===== src/hw/memCtrl_cfg.svh =====
`ifndef MEMCTRL_CFG_SVH
`define MEMCTRL_CFG_SVH

// byte address width
`define MC_ADDR_W 32

// RAM is one byte wide
`define MC_BYTE_W 8

// bytes in one CPU word
`define MC_WORD_BYTES 4

// beat index and beat counter width
`define MC_BEAT_W 3

`endif


===== src/hw/memBusPkg.sv =====
`include "memCtrl_cfg.svh"

package memBusPkg;

    // byte address on the RAM port
    typedef logic [`MC_ADDR_W-1:0] memAddr_t;

    // one byte of RAM data
    typedef logic [`MC_BYTE_W-1:0] memByte_t;

    // RAM direction
    typedef enum logic {
        MEM_READ  = 1'b0,
        MEM_WRITE = 1'b1
    } memRw_e;

endpackage


===== src/hw/reqPkg.sv =====
`include "memCtrl_cfg.svh"

package reqPkg;

    // value is the number of bytes moved
    typedef enum logic [2:0] {
        LEN_BYTE = 3'd1,
        LEN_HALF = 3'd2,
        LEN_WORD = 3'd4
    } accLen_e;

    // requester currently served by the sequencer
    typedef enum logic [1:0] {
        OWN_NONE  = 2'd0,
        OWN_DATA  = 2'd1,
        OWN_FETCH = 2'd2
    } owner_e;

    // a word seen whole or as little-endian bytes
    // bytes[0] is the lowest address
    typedef union packed {
        logic [`MC_WORD_BYTES*`MC_BYTE_W-1:0]          word;
        memBusPkg::memByte_t [`MC_WORD_BYTES-1:0]      bytes;
    } dataWord_u;

endpackage


===== src/hw/accessSequencer.sv =====
`timescale 1ns/1ns
`include "memCtrl_cfg.svh"

module accessSequencer (
    input  logic                  clk,
    input  logic                  rst,
    input  logic                  i_rdy,
    input  logic                  i_fetchEn,
    input  memBusPkg::memAddr_t   i_fetchAddr,
    input  logic                  i_dataEn,
    input  logic                  i_dataStore,
    input  reqPkg::accLen_e       i_dataLen,
    input  memBusPkg::memAddr_t   i_dataAddr,
    input  reqPkg::dataWord_u     i_dataWdata,
    output reqPkg::owner_e        o_owner,
    output memBusPkg::memRw_e     o_memRw,
    output memBusPkg::memAddr_t   o_memAddr,
    output memBusPkg::memByte_t   o_memWdata,
    output logic                  o_beatValid,
    output logic [`MC_BEAT_W-1:0] o_beatIdx,
    output logic                  o_beatLast,
    output logic                  o_beatRead,
    output logic                  o_beatFetch
);

    localparam int SelW = $clog2(`MC_WORD_BYTES);

    // latched request
    memBusPkg::memAddr_t   baseAddr;
    reqPkg::accLen_e       lenQ;
    logic                  isWrite;
    reqPkg::dataWord_u     storeWord;
    logic [`MC_BEAT_W-1:0] beatCnt;
    memBusPkg::memRw_e     memRwQ;

    // beat about to be issued
    logic                  accept;
    logic                  issue;
    logic                  finish;
    memBusPkg::memAddr_t   curAddr;
    reqPkg::accLen_e       curLen;
    logic                  curWrite;
    logic                  curFetch;
    reqPkg::dataWord_u     curWord;
    logic [`MC_BEAT_W-1:0] curIdx;
    logic [`MC_BEAT_W-1:0] nextIdx;

    always_comb begin
        accept = i_rdy && (o_owner == reqPkg::OWN_NONE) && (i_dataEn || i_fetchEn);
        finish = (o_owner != reqPkg::OWN_NONE) && (beatCnt == lenQ);
        if (o_owner == reqPkg::OWN_NONE) begin
            // data side wins a tie
            curAddr  = i_dataEn ? i_dataAddr : i_fetchAddr;
            curLen   = i_dataEn ? i_dataLen : reqPkg::LEN_WORD;
            curWrite = i_dataEn && i_dataStore;
            curFetch = !i_dataEn;
            curWord  = i_dataWdata;
            curIdx   = '0;
        end else begin
            curAddr  = baseAddr;
            curLen   = lenQ;
            curWrite = isWrite;
            curFetch = (o_owner == reqPkg::OWN_FETCH);
            curWord  = storeWord;
            curIdx   = beatCnt;
        end
        nextIdx = curIdx + 1'b1;
        issue   = accept || ((o_owner != reqPkg::OWN_NONE) && !finish);
    end

    always_ff @(posedge clk) begin
        if (rst) begin
            o_owner     <= reqPkg::OWN_NONE;
            o_beatValid <= 1'b0;
            memRwQ      <= memBusPkg::MEM_READ;
            beatCnt     <= '0;
        end else if (i_rdy) begin
            o_beatValid <= issue;
            memRwQ      <= (issue && curWrite) ? memBusPkg::MEM_WRITE : memBusPkg::MEM_READ;
            if (issue) begin
                beatCnt <= nextIdx;
            end
            if (accept) begin
                o_owner <= i_dataEn ? reqPkg::OWN_DATA : reqPkg::OWN_FETCH;
            end else if (finish) begin
                // frees the port while the last byte is still in flight
                o_owner <= reqPkg::OWN_NONE;
            end
        end
    end

    always_ff @(posedge clk) begin
        if (i_rdy) begin
            if (accept) begin
                baseAddr  <= curAddr;
                lenQ      <= curLen;
                isWrite   <= curWrite;
                storeWord <= curWord;
            end
            if (issue) begin
                o_memAddr   <= curAddr + memBusPkg::memAddr_t'(curIdx);
                o_memWdata  <= curWord.bytes[curIdx[SelW-1:0]];
                o_beatIdx   <= curIdx;
                o_beatLast  <= (nextIdx == curLen);
                o_beatRead  <= !curWrite;
                o_beatFetch <= curFetch;
            end
        end
    end

    // no write strobe reaches the RAM during a hold
    assign o_memRw = i_rdy ? memRwQ : memBusPkg::MEM_READ;

    beatIdxInRange: assert property (@(posedge clk) disable iff (rst)
        o_beatValid |-> (o_beatIdx < lenQ))
        else $error("beat index %0d not below length %0d", o_beatIdx, lenQ);

    writeNotFetch: assert property (@(posedge clk) disable iff (rst)
        (o_beatValid && !o_beatRead) |-> !o_beatFetch)
        else $error("write beat tagged as fetch");

endmodule


===== src/hw/wordAssembler.sv =====
`timescale 1ns/1ns
`include "memCtrl_cfg.svh"

module wordAssembler (
    input  logic                  clk,
    input  logic                  rst,
    input  logic                  i_rdy,
    input  memBusPkg::memByte_t   i_memRdata,
    input  logic                  i_beatValid,
    input  logic [`MC_BEAT_W-1:0] i_beatIdx,
    input  logic                  i_beatLast,
    input  logic                  i_beatRead,
    input  logic                  i_beatFetch,
    output logic                  o_fetchDone,
    output reqPkg::dataWord_u     o_fetchInst,
    output logic                  o_dataDone,
    output reqPkg::dataWord_u     o_dataRdata
);

    localparam int SelW = $clog2(`MC_WORD_BYTES);

    // beat tags one cycle late to line up with the RAM read data
    logic                  alValid;
    logic [`MC_BEAT_W-1:0] alIdx;
    logic                  alLast;
    logic                  alRead;
    logic                  alFetch;

    reqPkg::dataWord_u     byteBuf;
    reqPkg::dataWord_u     assembled;
    logic                  lastBeat;

    always_ff @(posedge clk) begin
        if (rst) begin
            alValid <= 1'b0;
        end else if (i_rdy) begin
            alValid <= i_beatValid;
        end
    end

    always_ff @(posedge clk) begin
        if (i_rdy) begin
            alIdx   <= i_beatIdx;
            alLast  <= i_beatLast;
            alRead  <= i_beatRead;
            alFetch <= i_beatFetch;
        end
    end

    // first beat starts from zero so short loads come out zero-extended
    always_comb begin
        if (alIdx == '0) begin
            assembled.word = '0;
        end else begin
            assembled = byteBuf;
        end
        assembled.bytes[alIdx[SelW-1:0]] = i_memRdata;
    end

    always_ff @(posedge clk) begin
        if (i_rdy && alValid && alRead) begin
            byteBuf <= assembled;
        end
    end

    assign lastBeat = alValid && alLast && i_rdy;

    assign o_fetchDone = lastBeat && alFetch;
    assign o_dataDone  = lastBeat && !alFetch;
    assign o_fetchInst = assembled;
    assign o_dataRdata = assembled;

    oneDoneOnly: assert property (@(posedge clk) disable iff (rst)
        !(o_fetchDone && o_dataDone))
        else $error("fetch and data done in the same cycle");

endmodule


===== src/hw/memCtrl.sv =====
`timescale 1ns/1ns
`include "memCtrl_cfg.svh"

module memCtrl (
    input  logic                clk,
    input  logic                rst,
    input  logic                i_rdy,
    // fetch side
    input  logic                i_fetchEn,
    input  memBusPkg::memAddr_t i_fetchAddr,
    output logic                o_fetchDone,
    output reqPkg::dataWord_u   o_fetchInst,
    // data side
    input  logic                i_dataEn,
    input  logic                i_dataStore,
    input  reqPkg::accLen_e     i_dataLen,
    input  memBusPkg::memAddr_t i_dataAddr,
    input  reqPkg::dataWord_u   i_dataWdata,
    output logic                o_dataDone,
    output reqPkg::dataWord_u   o_dataRdata,
    // byte RAM
    input  memBusPkg::memByte_t i_memRdata,
    output memBusPkg::memRw_e   o_memRw,
    output memBusPkg::memAddr_t o_memAddr,
    output memBusPkg::memByte_t o_memWdata,
    output reqPkg::owner_e      o_owner
);

    logic                  beatValid;
    logic [`MC_BEAT_W-1:0] beatIdx;
    logic                  beatLast;
    logic                  beatRead;
    logic                  beatFetch;

    accessSequencer seq0 (
        .clk         (clk),
        .rst         (rst),
        .i_rdy       (i_rdy),
        .i_fetchEn   (i_fetchEn),
        .i_fetchAddr (i_fetchAddr),
        .i_dataEn    (i_dataEn),
        .i_dataStore (i_dataStore),
        .i_dataLen   (i_dataLen),
        .i_dataAddr  (i_dataAddr),
        .i_dataWdata (i_dataWdata),
        .o_owner     (o_owner),
        .o_memRw     (o_memRw),
        .o_memAddr   (o_memAddr),
        .o_memWdata  (o_memWdata),
        .o_beatValid (beatValid),
        .o_beatIdx   (beatIdx),
        .o_beatLast  (beatLast),
        .o_beatRead  (beatRead),
        .o_beatFetch (beatFetch)
    );

    wordAssembler asm0 (
        .clk         (clk),
        .rst         (rst),
        .i_rdy       (i_rdy),
        .i_memRdata  (i_memRdata),
        .i_beatValid (beatValid),
        .i_beatIdx   (beatIdx),
        .i_beatLast  (beatLast),
        .i_beatRead  (beatRead),
        .i_beatFetch (beatFetch),
        .o_fetchDone (o_fetchDone),
        .o_fetchInst (o_fetchInst),
        .o_dataDone  (o_dataDone),
        .o_dataRdata (o_dataRdata)
    );

endmodule


===== config.mk =====
export PLATFORM = sky130hd
export DESIGN_NAME = memCtrl
export DESIGN_NICKNAME = d
export VERILOG_FILES = /design/src/hw/memBusPkg.sv /design/src/hw/reqPkg.sv /design/src/hw/accessSequencer.sv /design/src/hw/wordAssembler.sv /design/src/hw/memCtrl.sv
export VERILOG_INCLUDE_DIRS = /design/src /design/src/hw
export SDC_FILE = /design/constraint.sdc
export NUM_CORES = 1
export LEC_CHECK = 0
export BUFFER_PORTS_ARGS = -buffer_cell sky130_fd_sc_hd__buf_4
export CAP_MARGIN = 20
export CORE_UTILIZATION = 48
export CTS_CLUSTER_SIZE = 28
export DETAILED_ROUTE_END_ITERATION = 8
export GPL_TIMING_DRIVEN = 0
export PLACE_DENSITY_LB_ADDON = 0.12
export SLEW_MARGIN = 20
export SYNTH_ARGS = -nofsm -noshare
export SYNTH_HDL_FRONTEND = slang
export SYNTH_SLANG_ARGS = --single-unit

===== constraint.sdc =====
create_clock -name clk -period 5 [get_ports clk]
set_input_delay 0.5 -clock clk [delete_from_list [all_inputs] [get_ports clk]]
set_output_delay 0.5 -clock clk [all_outputs]
set_load 0.05 [all_outputs]

==> flow_summary.ini <==
[grt]
grt_pass1_wl_um = 28800
grt_pass1_vias = 5626
grt.total_usage_pct = 22.8
grt_max_degree = 36
grt-ovfl-total = 0
antenna_found_initial = 0

[min_path]
hp-class = in2reg
holdPathStages = 3
hp-start = i_dataWdata[13]

[synth]
synth_fp_nets = 763
async_reset_ff_share_pct = 0
synth_edf_count = 152
avgSynthCellArea_um2 = 12.2
ys_ff_latch = 160
synth_cells = 645
yosys_warnings = 0
yosysSeqAreaShare_pct = 60.0
syn_area_um2 = 7880
ys.flop_type = edfxtp_1
ys_types = 59

[worst_setup_path]
crit_path_max_incr_delay_ns = 0.52
crit_path_cell_trace = or2_1 > buf_6 > buf_6 > buf_2 > buf_2 > clkbuf_1 > clkbuf_1 > nand2_1 > o21ai_0 > ha_1 > fa_1 > a21o_1 > nand3_1 > nand4bb_1 > clkbuf_1 > nor3b_1 > xor2_1
required_ns = 5.17
cp-end-kind = flip-flop
start_kind = flip-flop
critPathArrivalTime_ns = 4.68
reg2reg_from = seq0.o_owner[0]$_SDFFE_PP0P_
r2r_cells = 17
crit_fanout = 10
crit_path_frequent_cell = clkbuf_1
critical-path-slowest-cell = dfxtp_1
crit_type = reg2reg
startpoint = seq0.o_owner[0]$_SDFFE_PP0P_

[power_and_ir_drop]
irDropWorstVdd_mv = 0.296
p_leak_nw = 4.51
p_per_area_nw_per_um2 = 376

[routing]
met3_length_um = 1250
viasPerCell = 5.24
drc = 0
wl_met1_um = 8010
drt_iter0_drc = 410
ant_nets = 0
wl_met2_um = 9490
wirelength_um = 19100
routed.top_layer = met4
vias = 5849
wl_per_cell_um = 17.1
drtPass1Iterations = 5

[clock_tree]
cts_setup_buffers = 0
h-tree-depth = 4
cts_buffers = 17
cts_tree = yes
worstSkewPairLatency_ns = 0.43
post_cts_resized = 0
clkSlewWorstSetupHoldPaths_ns = 0.07
clock_sink_count = 160
cts-hold-fix-buffers = 0
cts_max_path_buffers = 2
root_buffer = clkbuf_16

[timing]
min_period_over_period_pct = 90.3
drv_slew = 0
setup_viol_count_final = 0
fin_skew_ns = 0.00972
worstMarginPinSlew_ns = 0.737
slew_headroom_pct = 50.9
fmax_mhz = 222
rsz0062_at_grt = no
fin_crit_ns = 4.51
hold_viol_final = 0
hold_ws_ns = 0.335

[floorplanning]
start_util_pct = 49.4
die_y_um = 130
die_area_um2 = 16900
ioPinCount = 222
num_rows = 46
die_x_um = 130
core_area_um2 = 15900

[flow_run]
drv_cap = 0

[finish]
post-route-util_pct = 66.0
fillers = 1219
register_area_um2 = 4720
multi_input_area_um2 = 2650
drive_above_1_share_pct = 37.6
syn2layout_area_growth_pct = 33.5
antenna_cells = 0
layout.nets = 1005

[place]
io_buffers = 219
dp_hpwl_um = 13700
place.gp.congestion = 0.828

[status]
outcome = finished clean
==> power breakdown <==
| part | internal [mW] | switching, mW |
|---|---|---|
| Combinational | 0.330 | 0.615 |
| Sequential | 1.62 | 0.0389 |
| Clock | 0.792 | 0.553 |
==> final timing paths <==
path	end	slack (ns)
worst max-delay path	seq0.o_memAddr[16]$_DFFE_PP_	0.49
worst min-delay path	seq0.storeWord[13]$_DFFE_PP_	0.33
worst max register to register	seq0.o_memAddr[16]$_DFFE_PP_	0.49
worst min register to register	asm0.alIdx[2]$_DFFE_PP_	0.42
==> per-layer routing <==
layer / up-vias / track usage, %
met1: 2806 / 29.0
met2: 232 / 37.6
met3: 28 / 5.62
met5: - / 0
li1: 2783 / -
met4: 0 / 8.76
==> flip-flops by register name, summed over array words and instances, names as in the netlist, 2 cells and up <==
name             count
asm0.alIdx           3
asm0.byteBuf        32
seq0.baseAddr       32
seq0.beatCnt         3
seq0.lenQ            3
seq0.o_beatIdx       3
seq0.o_memAddr      32
seq0.o_memWdata      8
seq0.o_owner         2
seq0.storeWord      32
==> kinds of logic after synthesis <==
logic type / after synthesis / synth area share, %
buffers and inverters: 86 / 6.51
xor gates and xnor gates: 36 / 4.00
muxes: 60 / 7.91
DFF: 160 / 60.0
adders and majority gates: 5 / 0.890
and+or+nand+nor: 198 / 12.0
AOI/OAI and AO/OA: 100 / 8.67
==> worst max-delay path, delay by kind of cell, from the launching register on <==
kind	cells	cell delay, ns
AND/OR/NAND/NOR	5	0.96
AO/OA/AOI/OAI	2	0.28
flip-flops	1	0.52
buffers and inverters	7	1.91
adder cells (fa/ha/maj)	2	0.45
XOR/XNOR	1	0.12
==> per-stage QoR <==
step                instance area [um^2]  instances  total power, mW  worst slack (ns)  setup TNS (ns)
finish                             10500       1116             3.95             0.486               0
floorplan                           7880        645             2.32             0.943               0
global placement                    9790       1080             2.60           -0.0101          -0.308
detailed placement                  9900       1084             2.63             0.527               0
global route                       10500       1116             4.09            0.0798               0
CTS                                10500       1116             3.97             0.497               0
==> area by class of cell <==
cell class                      count  area share, %
Inverter                           25          0.892
Clock buffer                       17           4.05
Sequential cell                   160           44.9
Clock inverter                     15           1.76
Tap cell                          216           2.57
Timing Repair Buffer              223           16.6
Multi-Input combinational cell    399           25.2
Buffer                             61           4.02
==> cell usage in the layout, fill, tap and decap left out, types with 8 or more instances in the layout <==
master,instances
buf_4,252
edfxtp_1,152
nand2_1,122
mux2i_1,42
o21ai_0,27
nor2_1,27
inv_1,24
xor2_1,18
mux2_2,18
xnor2_1,18
clkbuf_1,17
clkbuf_16,17
a22o_1,16
a21oi_1,14
nor3_1,11
nand3_1,8
o22ai_1,8
o221ai_1,8
dfxtp_1,8
==> cells in the mapped netlist, drive strengths merged (14+ instances only) <==
| master | n | area, um^2 |
|---|---|---|
| edfxtp | 152 | 4560 |
| nand2 | 123 | 464 |
| buf | 43 | 352 |
| mux2i | 42 | 420 |
| o21ai | 40 | 234 |
| nor2 | 29 | 111 |
| inv | 24 | 90.1 |
| clkbuf | 18 | 67.6 |
| mux2 | 18 | 203 |
| xnor2 | 18 | 158 |
| xor2 | 18 | 158 |
| a22o | 16 | 140 |
| a21oi | 14 | 70.1 |
Power figures use the tool's default switching activity.
